[config.mk]
export PLATFORM = sky130hd
export DESIGN_NAME = microcode_control
export DESIGN_NICKNAME = d
export VERILOG_FILES = /design/src/source/microcode_pkg.sv /design/src/source/microcode_control.sv /design/src/source/micro_sequencer.sv /design/src/source/microcode_rom.sv /design/src/source/address_mapper.sv /design/src/source/instruction_buffer.sv
export SDC_FILE = /design/constraint.sdc
export NUM_CORES = 1
export LEC_CHECK = 0
export BUFFER_PORTS_ARGS = -buffer_cell sky130_fd_sc_hd__buf_4
export CORE_MARGIN = 1.5
export CORE_UTILIZATION = 40
export DETAILED_ROUTE_END_ITERATION = 16
export PLACE_DENSITY = 0.55
export SYNTH_ARGS = -nofsm -noshare
export SYNTH_HDL_FRONTEND = slang
export SYNTH_SLANG_ARGS = --single-unit
export TNS_END_PERCENT = 100
[constraint.sdc]
create_clock -name clk -period 11.1 [get_ports clk]
set_input_delay 1.11 -clock clk [delete_from_list [all_inputs] [get_ports clk]]
set_output_delay 1.11 -clock clk [all_outputs]
set_load 0.03 [all_outputs]
[src/source/microcode_pkg.sv]
package microcode_pkg;

    typedef struct packed {
        logic [6:0] funct7;
        logic [4:0] rs2;
        logic [4:0] rs1;
        logic [2:0] funct3;
        logic [4:0] rd;
        logic [6:0] opcode;
    } r_view_t;

    typedef struct packed {
        logic [11:0] imm12;
        logic [4:0]  rs1;
        logic [2:0]  funct3;
        logic [4:0]  rd;
        logic [6:0]  opcode;
    } i_view_t;

    typedef union packed {
        r_view_t r_view;
        i_view_t i_view;
    } instruction_word_t;

    typedef logic [5:0] micro_addr_t;

    // Entry points, one per decoded instruction
    localparam micro_addr_t UADDR_NOP    = 6'd0;  // Never dispatched
    localparam micro_addr_t UADDR_ADD    = 6'd1;
    localparam micro_addr_t UADDR_SUB    = 6'd2;
    localparam micro_addr_t UADDR_AND    = 6'd3;
    localparam micro_addr_t UADDR_OR     = 6'd4;
    localparam micro_addr_t UADDR_XOR    = 6'd5;
    localparam micro_addr_t UADDR_SLL    = 6'd6;
    localparam micro_addr_t UADDR_SRL    = 6'd7;
    localparam micro_addr_t UADDR_SRA    = 6'd8;
    localparam micro_addr_t UADDR_SLT    = 6'd9;
    localparam micro_addr_t UADDR_SLTU   = 6'd10;
    localparam micro_addr_t UADDR_LOAD   = 6'd11;
    localparam micro_addr_t UADDR_STORE  = 6'd12;
    localparam micro_addr_t UADDR_BRANCH = 6'd13;
    localparam micro_addr_t UADDR_ADDI   = 6'd14;
    localparam micro_addr_t UADDR_SLTI   = 6'd15;
    localparam micro_addr_t UADDR_SLTIU  = 6'd16;
    localparam micro_addr_t UADDR_XORI   = 6'd17;
    localparam micro_addr_t UADDR_ORI    = 6'd18;
    localparam micro_addr_t UADDR_ANDI   = 6'd19;
    localparam micro_addr_t UADDR_SLLI   = 6'd20;
    localparam micro_addr_t UADDR_SRLI   = 6'd21;
    localparam micro_addr_t UADDR_SRAI   = 6'd22;
    localparam micro_addr_t UADDR_LUI    = 6'd23;
    localparam micro_addr_t UADDR_AUIPC  = 6'd24;
    localparam micro_addr_t UADDR_JAL    = 6'd25;
    localparam micro_addr_t UADDR_JALR   = 6'd26;
    localparam micro_addr_t UADDR_MUL    = 6'd27;
    localparam micro_addr_t UADDR_DIV    = 6'd28;
    localparam micro_addr_t UADDR_REM    = 6'd29;
    localparam micro_addr_t UADDR_TRAP   = 6'd63;

    // Continuation steps of multi-word instructions
    localparam micro_addr_t UADDR_LOAD_2   = 6'd32;
    localparam micro_addr_t UADDR_STORE_2  = 6'd33;
    localparam micro_addr_t UADDR_BRANCH_2 = 6'd34;
    localparam micro_addr_t UADDR_JAL_2    = 6'd35;
    localparam micro_addr_t UADDR_JALR_2   = 6'd36;
    localparam micro_addr_t UADDR_MUL_2    = 6'd37;
    localparam micro_addr_t UADDR_MUL_3    = 6'd38;
    localparam micro_addr_t UADDR_DIV_2    = 6'd39;
    localparam micro_addr_t UADDR_DIV_3    = 6'd40;
    localparam micro_addr_t UADDR_REM_2    = 6'd41;
    localparam micro_addr_t UADDR_REM_3    = 6'd42;

    typedef enum logic [3:0] {
        ALU_ADD, ALU_SUB, ALU_AND, ALU_OR, ALU_XOR, ALU_SLL, ALU_SRL,
        ALU_SRA, ALU_SLT, ALU_SLTU, ALU_MUL, ALU_DIV, ALU_REM, ALU_PASS
    } alu_op_t;

    typedef struct packed {
        alu_op_t     alu_op;
        logic        src_b_imm;
        logic        reg_write;
        logic        mem_read;
        logic        mem_write;
        logic        branch;
        logic        jump;
        logic        trap;
        logic        last;          // Final micro-op of the instruction
        micro_addr_t next_address;  // Successor when last is clear
    } micro_instr_t;

    typedef struct packed {
        micro_addr_t  micro_address;
        micro_instr_t uop;
        logic [4:0]   rd;
        logic [4:0]   rs1;
        logic [11:0]  operand_b;
    } ctrl_word_t;

endpackage
[src/source/microcode_control.sv]
module microcode_control #(
    parameter int BUFFER_DEPTH = 4,
    parameter int CTRL_CREDITS = 2
) (
    input  logic                             clk,
    input  logic                             reset,
    input  logic                             inst_valid,
    input  microcode_pkg::instruction_word_t inst,
    input  logic                             ctrl_credit,
    output logic                             inst_credit,
    output logic                             ctrl_valid,
    output microcode_pkg::ctrl_word_t        ctrl
);

    microcode_pkg::instruction_word_t head;
    microcode_pkg::micro_addr_t       entry_address;
    microcode_pkg::micro_addr_t       rom_address;
    microcode_pkg::micro_instr_t      micro_instr;
    logic                             not_empty;
    logic                             pop;

    instruction_buffer #(
        .BUFFER_DEPTH(BUFFER_DEPTH)
    ) u_buffer (
        .clk          (clk),
        .reset        (reset),
        .push         (inst_valid),
        .push_word    (inst),
        .pop          (pop),
        .head         (head),
        .not_empty    (not_empty),
        .credit_return(inst_credit)
    );

    address_mapper u_mapper (
        .opcode       (head.r_view.opcode),
        .funct3       (head.r_view.funct3),
        .funct7       (head.r_view.funct7),
        .entry_address(entry_address)
    );

    microcode_rom u_rom (
        .address    (rom_address),
        .micro_instr(micro_instr)
    );

    micro_sequencer #(
        .CTRL_CREDITS(CTRL_CREDITS)
    ) u_sequencer (
        .clk          (clk),
        .reset        (reset),
        .head         (head),
        .not_empty    (not_empty),
        .entry_address(entry_address),
        .micro_instr  (micro_instr),
        .ctrl_credit  (ctrl_credit),
        .pop          (pop),
        .rom_address  (rom_address),
        .ctrl_valid   (ctrl_valid),
        .ctrl         (ctrl)
    );

endmodule

[src/source/micro_sequencer.sv]
module micro_sequencer #(
    parameter int CTRL_CREDITS = 2
) (
    input  logic                             clk,
    input  logic                             reset,
    input  microcode_pkg::instruction_word_t head,
    input  logic                             not_empty,
    input  microcode_pkg::micro_addr_t       entry_address,
    input  microcode_pkg::micro_instr_t      micro_instr,
    input  logic                             ctrl_credit,
    output logic                             pop,
    output microcode_pkg::micro_addr_t       rom_address,
    output logic                             ctrl_valid,
    output microcode_pkg::ctrl_word_t        ctrl
);

    localparam int CRED_W = $clog2(CTRL_CREDITS + 1);

    microcode_pkg::micro_addr_t       upc;
    microcode_pkg::instruction_word_t latched;
    microcode_pkg::ctrl_word_t        ctrl_next;
    logic                             busy;
    logic [CRED_W-1:0]                credits;
    logic [CRED_W-1:0]                outstanding;  // Words on the bus not yet paid back
    logic                             have_credit;
    logic                             emit;
    logic                             dispatch;

    assign have_credit = (credits != '0);
    assign emit        = busy && have_credit;
    // Next dispatch overlaps the last micro-op of the current one
    assign dispatch    = have_credit && not_empty && (!busy || micro_instr.last);
    assign pop         = dispatch;
    assign rom_address = upc;

    always_comb begin
        ctrl_next.micro_address = upc;
        ctrl_next.uop           = micro_instr;
        ctrl_next.rd            = latched.r_view.rd;
        ctrl_next.rs1           = latched.r_view.rs1;
        if (micro_instr.src_b_imm) begin
            ctrl_next.operand_b = latched.i_view.imm12;
        end else begin
            ctrl_next.operand_b = {7'b0, latched.r_view.rs2};
        end
    end

    always_ff @(posedge clk) begin
        if (reset) begin
            upc         <= microcode_pkg::UADDR_NOP;
            busy        <= 1'b0;
            ctrl_valid  <= 1'b0;
            credits     <= CRED_W'(CTRL_CREDITS);
            outstanding <= '0;
        end else begin
            ctrl_valid <= emit;
            if (dispatch) begin
                upc  <= entry_address;
                busy <= 1'b1;
            end else if (emit) begin
                upc  <= micro_instr.next_address;
                busy <= !micro_instr.last;  // Go idle when nothing is queued
            end
            case ({emit, ctrl_credit})
                2'b10:   credits <= credits - 1'b1;
                2'b01:   credits <= credits + 1'b1;
                default: credits <= credits;  // Spend and return cancel
            endcase
            case ({ctrl_valid, ctrl_credit})
                2'b10:   outstanding <= outstanding + 1'b1;
                2'b01:   outstanding <= outstanding - 1'b1;
                default: outstanding <= outstanding;
            endcase
        end
    end

    always_ff @(posedge clk) begin
        if (dispatch) begin
            latched <= head;
        end
        if (emit) begin
            ctrl <= ctrl_next;
        end
    end

    // The datapath never holds more than CTRL_CREDITS unanswered words
    assert property (@(posedge clk) disable iff (reset)
        ctrl_valid |-> outstanding < CTRL_CREDITS);
    assert property (@(posedge clk) disable iff (reset) credits <= CTRL_CREDITS);

endmodule

[src/source/microcode_rom.sv]
module microcode_rom (
    input  microcode_pkg::micro_addr_t  address,
    output microcode_pkg::micro_instr_t micro_instr
);

    // Flag order follows the struct: src_b_imm reg_write mem_read mem_write branch jump trap
    localparam logic [6:0] F_NONE = 7'b0000000;
    localparam logic [6:0] F_IMM  = 7'b1000000;
    localparam logic [6:0] F_RW   = 7'b0100000;
    localparam logic [6:0] F_MRD  = 7'b0010000;
    localparam logic [6:0] F_MWR  = 7'b0001000;
    localparam logic [6:0] F_BR   = 7'b0000100;
    localparam logic [6:0] F_JMP  = 7'b0000010;
    localparam logic [6:0] F_TRAP = 7'b0000001;

    function automatic microcode_pkg::micro_instr_t uop(
        input microcode_pkg::alu_op_t     op,
        input logic [6:0]                 flags,
        input logic                       last,
        input microcode_pkg::micro_addr_t next
    );
        return {op, flags, last, next};
    endfunction

    always_comb begin
        case (address)
            microcode_pkg::UADDR_NOP:  micro_instr = uop(microcode_pkg::ALU_PASS, F_NONE, 1'b1, '0);
            microcode_pkg::UADDR_ADD:  micro_instr = uop(microcode_pkg::ALU_ADD, F_RW, 1'b1, '0);
            microcode_pkg::UADDR_SUB:  micro_instr = uop(microcode_pkg::ALU_SUB, F_RW, 1'b1, '0);
            microcode_pkg::UADDR_AND:  micro_instr = uop(microcode_pkg::ALU_AND, F_RW, 1'b1, '0);
            microcode_pkg::UADDR_OR:   micro_instr = uop(microcode_pkg::ALU_OR, F_RW, 1'b1, '0);
            microcode_pkg::UADDR_XOR:  micro_instr = uop(microcode_pkg::ALU_XOR, F_RW, 1'b1, '0);
            microcode_pkg::UADDR_SLL:  micro_instr = uop(microcode_pkg::ALU_SLL, F_RW, 1'b1, '0);
            microcode_pkg::UADDR_SRL:  micro_instr = uop(microcode_pkg::ALU_SRL, F_RW, 1'b1, '0);
            microcode_pkg::UADDR_SRA:  micro_instr = uop(microcode_pkg::ALU_SRA, F_RW, 1'b1, '0);
            microcode_pkg::UADDR_SLT:  micro_instr = uop(microcode_pkg::ALU_SLT, F_RW, 1'b1, '0);
            microcode_pkg::UADDR_SLTU: micro_instr = uop(microcode_pkg::ALU_SLTU, F_RW, 1'b1, '0);
            // Address generation first, then the memory access
            microcode_pkg::UADDR_LOAD:
                micro_instr = uop(microcode_pkg::ALU_ADD, F_IMM, 1'b0, microcode_pkg::UADDR_LOAD_2);
            microcode_pkg::UADDR_LOAD_2:
                micro_instr = uop(microcode_pkg::ALU_PASS, F_MRD | F_RW, 1'b1, '0);
            microcode_pkg::UADDR_STORE:
                micro_instr = uop(microcode_pkg::ALU_ADD, F_IMM, 1'b0, microcode_pkg::UADDR_STORE_2);
            microcode_pkg::UADDR_STORE_2:
                micro_instr = uop(microcode_pkg::ALU_PASS, F_MWR, 1'b1, '0);
            // Compare, then target add
            microcode_pkg::UADDR_BRANCH:
                micro_instr = uop(microcode_pkg::ALU_SUB, F_NONE, 1'b0, microcode_pkg::UADDR_BRANCH_2);
            microcode_pkg::UADDR_BRANCH_2:
                micro_instr = uop(microcode_pkg::ALU_ADD, F_IMM | F_BR, 1'b1, '0);
            microcode_pkg::UADDR_ADDI:  micro_instr = uop(microcode_pkg::ALU_ADD, F_IMM | F_RW, 1'b1, '0);
            microcode_pkg::UADDR_SLTI:  micro_instr = uop(microcode_pkg::ALU_SLT, F_IMM | F_RW, 1'b1, '0);
            microcode_pkg::UADDR_SLTIU: micro_instr = uop(microcode_pkg::ALU_SLTU, F_IMM | F_RW, 1'b1, '0);
            microcode_pkg::UADDR_XORI:  micro_instr = uop(microcode_pkg::ALU_XOR, F_IMM | F_RW, 1'b1, '0);
            microcode_pkg::UADDR_ORI:   micro_instr = uop(microcode_pkg::ALU_OR, F_IMM | F_RW, 1'b1, '0);
            microcode_pkg::UADDR_ANDI:  micro_instr = uop(microcode_pkg::ALU_AND, F_IMM | F_RW, 1'b1, '0);
            microcode_pkg::UADDR_SLLI:  micro_instr = uop(microcode_pkg::ALU_SLL, F_IMM | F_RW, 1'b1, '0);
            microcode_pkg::UADDR_SRLI:  micro_instr = uop(microcode_pkg::ALU_SRL, F_IMM | F_RW, 1'b1, '0);
            microcode_pkg::UADDR_SRAI:  micro_instr = uop(microcode_pkg::ALU_SRA, F_IMM | F_RW, 1'b1, '0);
            microcode_pkg::UADDR_LUI:   micro_instr = uop(microcode_pkg::ALU_PASS, F_IMM | F_RW, 1'b1, '0);
            microcode_pkg::UADDR_AUIPC: micro_instr = uop(microcode_pkg::ALU_ADD, F_IMM | F_RW, 1'b1, '0);
            // Link write, then the jump itself
            microcode_pkg::UADDR_JAL:
                micro_instr = uop(microcode_pkg::ALU_ADD, F_RW, 1'b0, microcode_pkg::UADDR_JAL_2);
            microcode_pkg::UADDR_JAL_2:
                micro_instr = uop(microcode_pkg::ALU_ADD, F_IMM | F_JMP, 1'b1, '0);
            microcode_pkg::UADDR_JALR:
                micro_instr = uop(microcode_pkg::ALU_ADD, F_RW, 1'b0, microcode_pkg::UADDR_JALR_2);
            microcode_pkg::UADDR_JALR_2:
                micro_instr = uop(microcode_pkg::ALU_ADD, F_IMM | F_JMP, 1'b1, '0);
            // Multi-cycle M ops, result written on the third word
            microcode_pkg::UADDR_MUL:
                micro_instr = uop(microcode_pkg::ALU_MUL, F_NONE, 1'b0, microcode_pkg::UADDR_MUL_2);
            microcode_pkg::UADDR_MUL_2:
                micro_instr = uop(microcode_pkg::ALU_MUL, F_NONE, 1'b0, microcode_pkg::UADDR_MUL_3);
            microcode_pkg::UADDR_MUL_3:
                micro_instr = uop(microcode_pkg::ALU_PASS, F_RW, 1'b1, '0);
            microcode_pkg::UADDR_DIV:
                micro_instr = uop(microcode_pkg::ALU_DIV, F_NONE, 1'b0, microcode_pkg::UADDR_DIV_2);
            microcode_pkg::UADDR_DIV_2:
                micro_instr = uop(microcode_pkg::ALU_DIV, F_NONE, 1'b0, microcode_pkg::UADDR_DIV_3);
            microcode_pkg::UADDR_DIV_3:
                micro_instr = uop(microcode_pkg::ALU_PASS, F_RW, 1'b1, '0);
            microcode_pkg::UADDR_REM:
                micro_instr = uop(microcode_pkg::ALU_REM, F_NONE, 1'b0, microcode_pkg::UADDR_REM_2);
            microcode_pkg::UADDR_REM_2:
                micro_instr = uop(microcode_pkg::ALU_REM, F_NONE, 1'b0, microcode_pkg::UADDR_REM_3);
            microcode_pkg::UADDR_REM_3:
                micro_instr = uop(microcode_pkg::ALU_PASS, F_RW, 1'b1, '0);
            default: micro_instr = uop(microcode_pkg::ALU_PASS, F_TRAP, 1'b1, '0);  // Includes 63
        endcase
    end

endmodule

[src/source/address_mapper.sv]
module address_mapper (
    input  logic [6:0]                opcode,
    input  logic [2:0]                funct3,
    input  logic [6:0]                funct7,
    output microcode_pkg::micro_addr_t entry_address
);

    localparam logic [6:0] F7_BASE = 7'b0000000;
    localparam logic [6:0] F7_ALT  = 7'b0100000;  // SUB and SRA
    localparam logic [6:0] F7_MEXT = 7'b0000001;  // M extension

    always_comb begin
        entry_address = microcode_pkg::UADDR_TRAP;  // Anything not matched below
        case (opcode)
            7'b0110011: begin  // R-type
                case (funct3)
                    3'b000: begin
                        if (funct7 == F7_BASE)      entry_address = microcode_pkg::UADDR_ADD;
                        else if (funct7 == F7_ALT)  entry_address = microcode_pkg::UADDR_SUB;
                        else if (funct7 == F7_MEXT) entry_address = microcode_pkg::UADDR_MUL;
                    end
                    3'b100: begin
                        if (funct7 == F7_BASE)      entry_address = microcode_pkg::UADDR_XOR;
                        else if (funct7 == F7_MEXT) entry_address = microcode_pkg::UADDR_DIV;
                    end
                    3'b110: begin
                        if (funct7 == F7_BASE)      entry_address = microcode_pkg::UADDR_OR;
                        else if (funct7 == F7_MEXT) entry_address = microcode_pkg::UADDR_REM;
                    end
                    3'b101: begin
                        if (funct7 == F7_BASE)     entry_address = microcode_pkg::UADDR_SRL;
                        else if (funct7 == F7_ALT) entry_address = microcode_pkg::UADDR_SRA;
                    end
                    3'b111: if (funct7 == F7_BASE) entry_address = microcode_pkg::UADDR_AND;
                    3'b001: if (funct7 == F7_BASE) entry_address = microcode_pkg::UADDR_SLL;
                    3'b010: if (funct7 == F7_BASE) entry_address = microcode_pkg::UADDR_SLT;
                    3'b011: if (funct7 == F7_BASE) entry_address = microcode_pkg::UADDR_SLTU;
                    default: entry_address = microcode_pkg::UADDR_TRAP;
                endcase
            end
            7'b0010011: begin  // ALU with immediate
                case (funct3)
                    3'b000: entry_address = microcode_pkg::UADDR_ADDI;
                    3'b010: entry_address = microcode_pkg::UADDR_SLTI;
                    3'b011: entry_address = microcode_pkg::UADDR_SLTIU;
                    3'b100: entry_address = microcode_pkg::UADDR_XORI;
                    3'b110: entry_address = microcode_pkg::UADDR_ORI;
                    3'b111: entry_address = microcode_pkg::UADDR_ANDI;
                    3'b001: entry_address = microcode_pkg::UADDR_SLLI;
                    3'b101: begin
                        if (funct7 == F7_BASE)     entry_address = microcode_pkg::UADDR_SRLI;
                        else if (funct7 == F7_ALT) entry_address = microcode_pkg::UADDR_SRAI;
                    end
                    default: entry_address = microcode_pkg::UADDR_TRAP;
                endcase
            end
            7'b0000011: entry_address = microcode_pkg::UADDR_LOAD;
            7'b0100011: entry_address = microcode_pkg::UADDR_STORE;
            7'b1100011: entry_address = microcode_pkg::UADDR_BRANCH;  // All six compares
            7'b0110111: entry_address = microcode_pkg::UADDR_LUI;
            7'b0010111: entry_address = microcode_pkg::UADDR_AUIPC;
            7'b1101111: entry_address = microcode_pkg::UADDR_JAL;
            7'b1100111: entry_address = microcode_pkg::UADDR_JALR;
            default:    entry_address = microcode_pkg::UADDR_TRAP;
        endcase
    end

endmodule

[src/source/instruction_buffer.sv]
module instruction_buffer #(
    parameter int BUFFER_DEPTH = 4
) (
    input  logic                            clk,
    input  logic                            reset,
    input  logic                            push,
    input  microcode_pkg::instruction_word_t push_word,
    input  logic                            pop,
    output microcode_pkg::instruction_word_t head,
    output logic                            not_empty,
    output logic                            credit_return
);

    localparam int PTR_W = (BUFFER_DEPTH > 1) ? $clog2(BUFFER_DEPTH) : 1;
    localparam int CNT_W = $clog2(BUFFER_DEPTH + 1);

    microcode_pkg::instruction_word_t mem [BUFFER_DEPTH];
    logic [PTR_W-1:0] rd_ptr;
    logic [PTR_W-1:0] wr_ptr;
    logic [CNT_W-1:0] count;
    logic             full;

    assign not_empty = (count != '0);
    assign full      = (count == CNT_W'(BUFFER_DEPTH));
    assign head      = mem[rd_ptr];  // Visible the cycle after the write

    always_ff @(posedge clk) begin
        if (reset) begin
            rd_ptr        <= '0;
            wr_ptr        <= '0;
            count         <= '0;
            credit_return <= 1'b0;
        end else begin
            credit_return <= pop;  // One credit back per consumed word
            if (push) begin
                wr_ptr <= (wr_ptr == PTR_W'(BUFFER_DEPTH - 1)) ? '0 : wr_ptr + 1'b1;
            end
            if (pop) begin
                rd_ptr <= (rd_ptr == PTR_W'(BUFFER_DEPTH - 1)) ? '0 : rd_ptr + 1'b1;
            end
            case ({push, pop})
                2'b10:   count <= count + 1'b1;
                2'b01:   count <= count - 1'b1;
                default: count <= count;
            endcase
        end
    end

    always_ff @(posedge clk) begin
        if (push) begin
            mem[wr_ptr] <= push_word;
        end
    end

    // Fetch holds a credit for every push, so overflow means lost credits
    assert property (@(posedge clk) disable iff (reset) push |-> !full);
    assert property (@(posedge clk) disable iff (reset) pop |-> not_empty);

endmodule

==> results.json <==
{
  "status": "finished, final reports clean",
  "gr-total-overflow": 0,
  "grt_usage_pct": 15.2,
  "cts_tree": "done",
  "ir_drop_mv": 0.148,
  "finalPower_mw": 3.06,
  "fp.dieArea_mm2": 0.0245,
  "tightest_slew_ns": 0.926,
  "grt_pass1_wl_um": 28500,
  "p_per_area_mw_per_mm2": 273,
  "period_minus_slack_ns": 4.39,
  "portBuffers": 82,
  "place_inst": 944,
  "startpoint_type": "flip-flop",
  "arrival_ns": 4.84,
  "cp.required_ns": 11.55,
  "syn_to_final_growth_pct": 19.0,
  "postSynthCellCount": 569,
  "hold_viol_final": 0,
  "clkTransAtPathRegs_ns": 0.06,
  "crit_family": "compound AO/OA/AOI/OAI gates",
  "ys_seq_elements": 232,
  "crit_fanout": 31,
  "critPathBufInv": 2,
  "setup_viol": 0,
  "avgSynthCellArea_um2": 16.5,
  "postCtsSetupBuffers": 0,
  "setup_ws_ns": 6.71,
  "fmax_ghz": 0.228,
  "ys_seq_area_share_pct": 70.1,
  "hold_buffers": 0,
  "syn_area_mm2": 0.00941,
  "grt_setup_unrepaired": "false",
  "synth.largest_area_cell": "edfxtp_1",
  "vias": 5090,
  "die_h_um": 156,
  "avgViaCountPerCell": 5.14,
  "slowest_stage": "mux4_1",
  "insertion_delay_ns": 0.54,
  "grt_pass1_vias": 5185,
  "cts_resized": 0,
  "fin_util_pct": 49.0,
  "yosysWarnings": 0,
  "place_area_mm2": 0.0103,
  "drt-initial-drc-count": 258,
  "cts_root_buffer": "clkbuf_16",
  "antenna_found_initial": 0,
  "crit_chain": "buf_4 -> mux4_1 -> or3_4 -> o41a_1 -> o311a_1 -> o31ai_4 -> or2_1 -> inv_1 -> ha_1 -> o21ai_0 -> o22ai_1 -> a32oi_1",
  "synth_cell_types": 86,
  "fin_skew_ns": 0.0144,
  "core_area_mm2": 0.0228,
  "drive_gt1_share_pct": 27.8,
  "ys.flop_type": "edfxtp_1",
  "place_congestion": 0.823,
  "design_area_mm2": 0.0112,
  "slew_headroom_pct": 38.3,
  "max_stage_delay_ns": 0.65,
  "worstSetupPathType": "reg2reg",
  "setup_tns_ns": 0,
  "cts_sinks": 232,
  "max-clock-path-buffers": 3,
  "timing.hold.ws_ns": 0.403,
  "synth_edf_count": 195,
  "grt_max_degree": 51,
  "synth-async-reset-ratio_pct": 0,
  "rows": 55,
  "hold_path_class": "reg2reg",
  "final_cells": 990,
  "synthTopCellsByCount": "edfxtp_1, dfxtp_1, nor2_1, nand2_1, mux4_2",
  "max-cap-violations": 0,
  "wire_per_inst_um": 18.5,
  "dp.final_hpwl_um": 11400,
  "synth.area.top_cells": "edfxtp_1, dfxtp_1, mux4_2",
  "fin_nets": 710,
  "yosysTopAreaCellShare_pct": 62.2,
  "initial_core_util_pct": 41.2,
  "synth_most_common_cell": "edfxtp_1",
  "cp-end-kind": "flip-flop",
  "ioPinCount": 84,
  "die_w_um": 156,
  "syn-num-nets": 621,
  "firstDrtPassIters": 4,
  "finalCritPeriodShare_pct": 39.6,
  "p_leak_nw": 3.89,
  "cts_max_level": 1,
  "wl_um": 18300,
  "route.detailed.drc": 0,
  "num_antenna_cells": 0,
  "ant_nets": 0,
  "numCtsBuffers": 25,
  "slew_viol_final": 0,
  "pre_cts_slack_ns": 6.67
}
final timing paths:
| kind | endpoint | slack, ns | startpoint | cells past startpoint |
|---|---|---|---|---|
| worst max register to register | u_rom.micro_instr[6]$_DFF_P_ | 6.71 | flip-flop | 12 |
| worst min-delay path | u_sequencer.ctrl[33]$_DFFE_PP_ | 0.40 | u_rom.micro_instr[11]$_SDFF_PP0_ | 0 |
| worst min register to register | u_sequencer.ctrl[33]$_DFFE_PP_ | 0.40 | u_rom.micro_instr[11]$_SDFF_PP0_ | 0 |
| worst max-delay path | u_rom.micro_instr[6]$_DFF_P_ | 6.71 | flip-flop | 12 |
sequential cells by signal (all words and copies together) (netlist names), 2 cells and up, named ones only:
| register | flops |
|---|---|
| u_buffer.wr_ptr | 2 |
| u_buffer.rd_ptr | 2 |
| u_sequencer.rom_address | 6 |
| u_rom.micro_instr | 17 |
| u_sequencer.ctrl | 45 |
| u_buffer.count | 3 |
| u_buffer.mem | 128 |
| u_sequencer.credits | 2 |
| u_sequencer.latched | 22 |
per-layer routing:
layer | track usage (%) | share of wire [%] | vias up
met1 | 18.7 | 41 | 2524
met5 | 0 | 0 | -
met4 | 4.17 | 2.4 | 0
li1 | - | - | 2390
met2 | 26.9 | 51 | 136
met3 | 3.63 | 5.5 | 40
where the power goes:
group	total, mW	internal [mW]	switching, mW
Clock	0.898	0.557	0.342
Combinational	0.938	0.341	0.597
Sequential	1.22	1.16	0.0605
area by class of cell:
class,count,area (um^2)
clock buffers,28,637
clock inverters,18,263
inverters,23,88.8
repair buffers,88,661
fillers,1955,11700
multi-input cells,288,2560
flip-flops and latches,232,6600
well taps,313,392
cells in the final DEF, fill, tap and decap left out, types with 8 or more instances in the layout:
cell type	synthesis	layout
edfxtp_1	195	195
buf_4	4	88
dfxtp_1	37	36
nor2_1	31	31
nand2_1	30	30
mux4_2	28	28
clkbuf_16	0	25
inv_1	20	20
o21ai_0	18	18
ha_1	15	15
a21oi_1	13	13
nand2b_1	9	9
and2_1	13	9
nor3_1	8	8
cell families after synthesis:
family,share of synthesized area [%]
other,0.0399
buffers and inverters,2.79
AO/OA/AOI/OAI,7.57
adder cells (fa/ha/maj),2.31
multiplexers,8.30
XOR/XNOR,0.838
flip-flops,70.1
AND/OR/NAND/NOR,8.06
No activity file was read; power rests on OpenSTA's default activity.
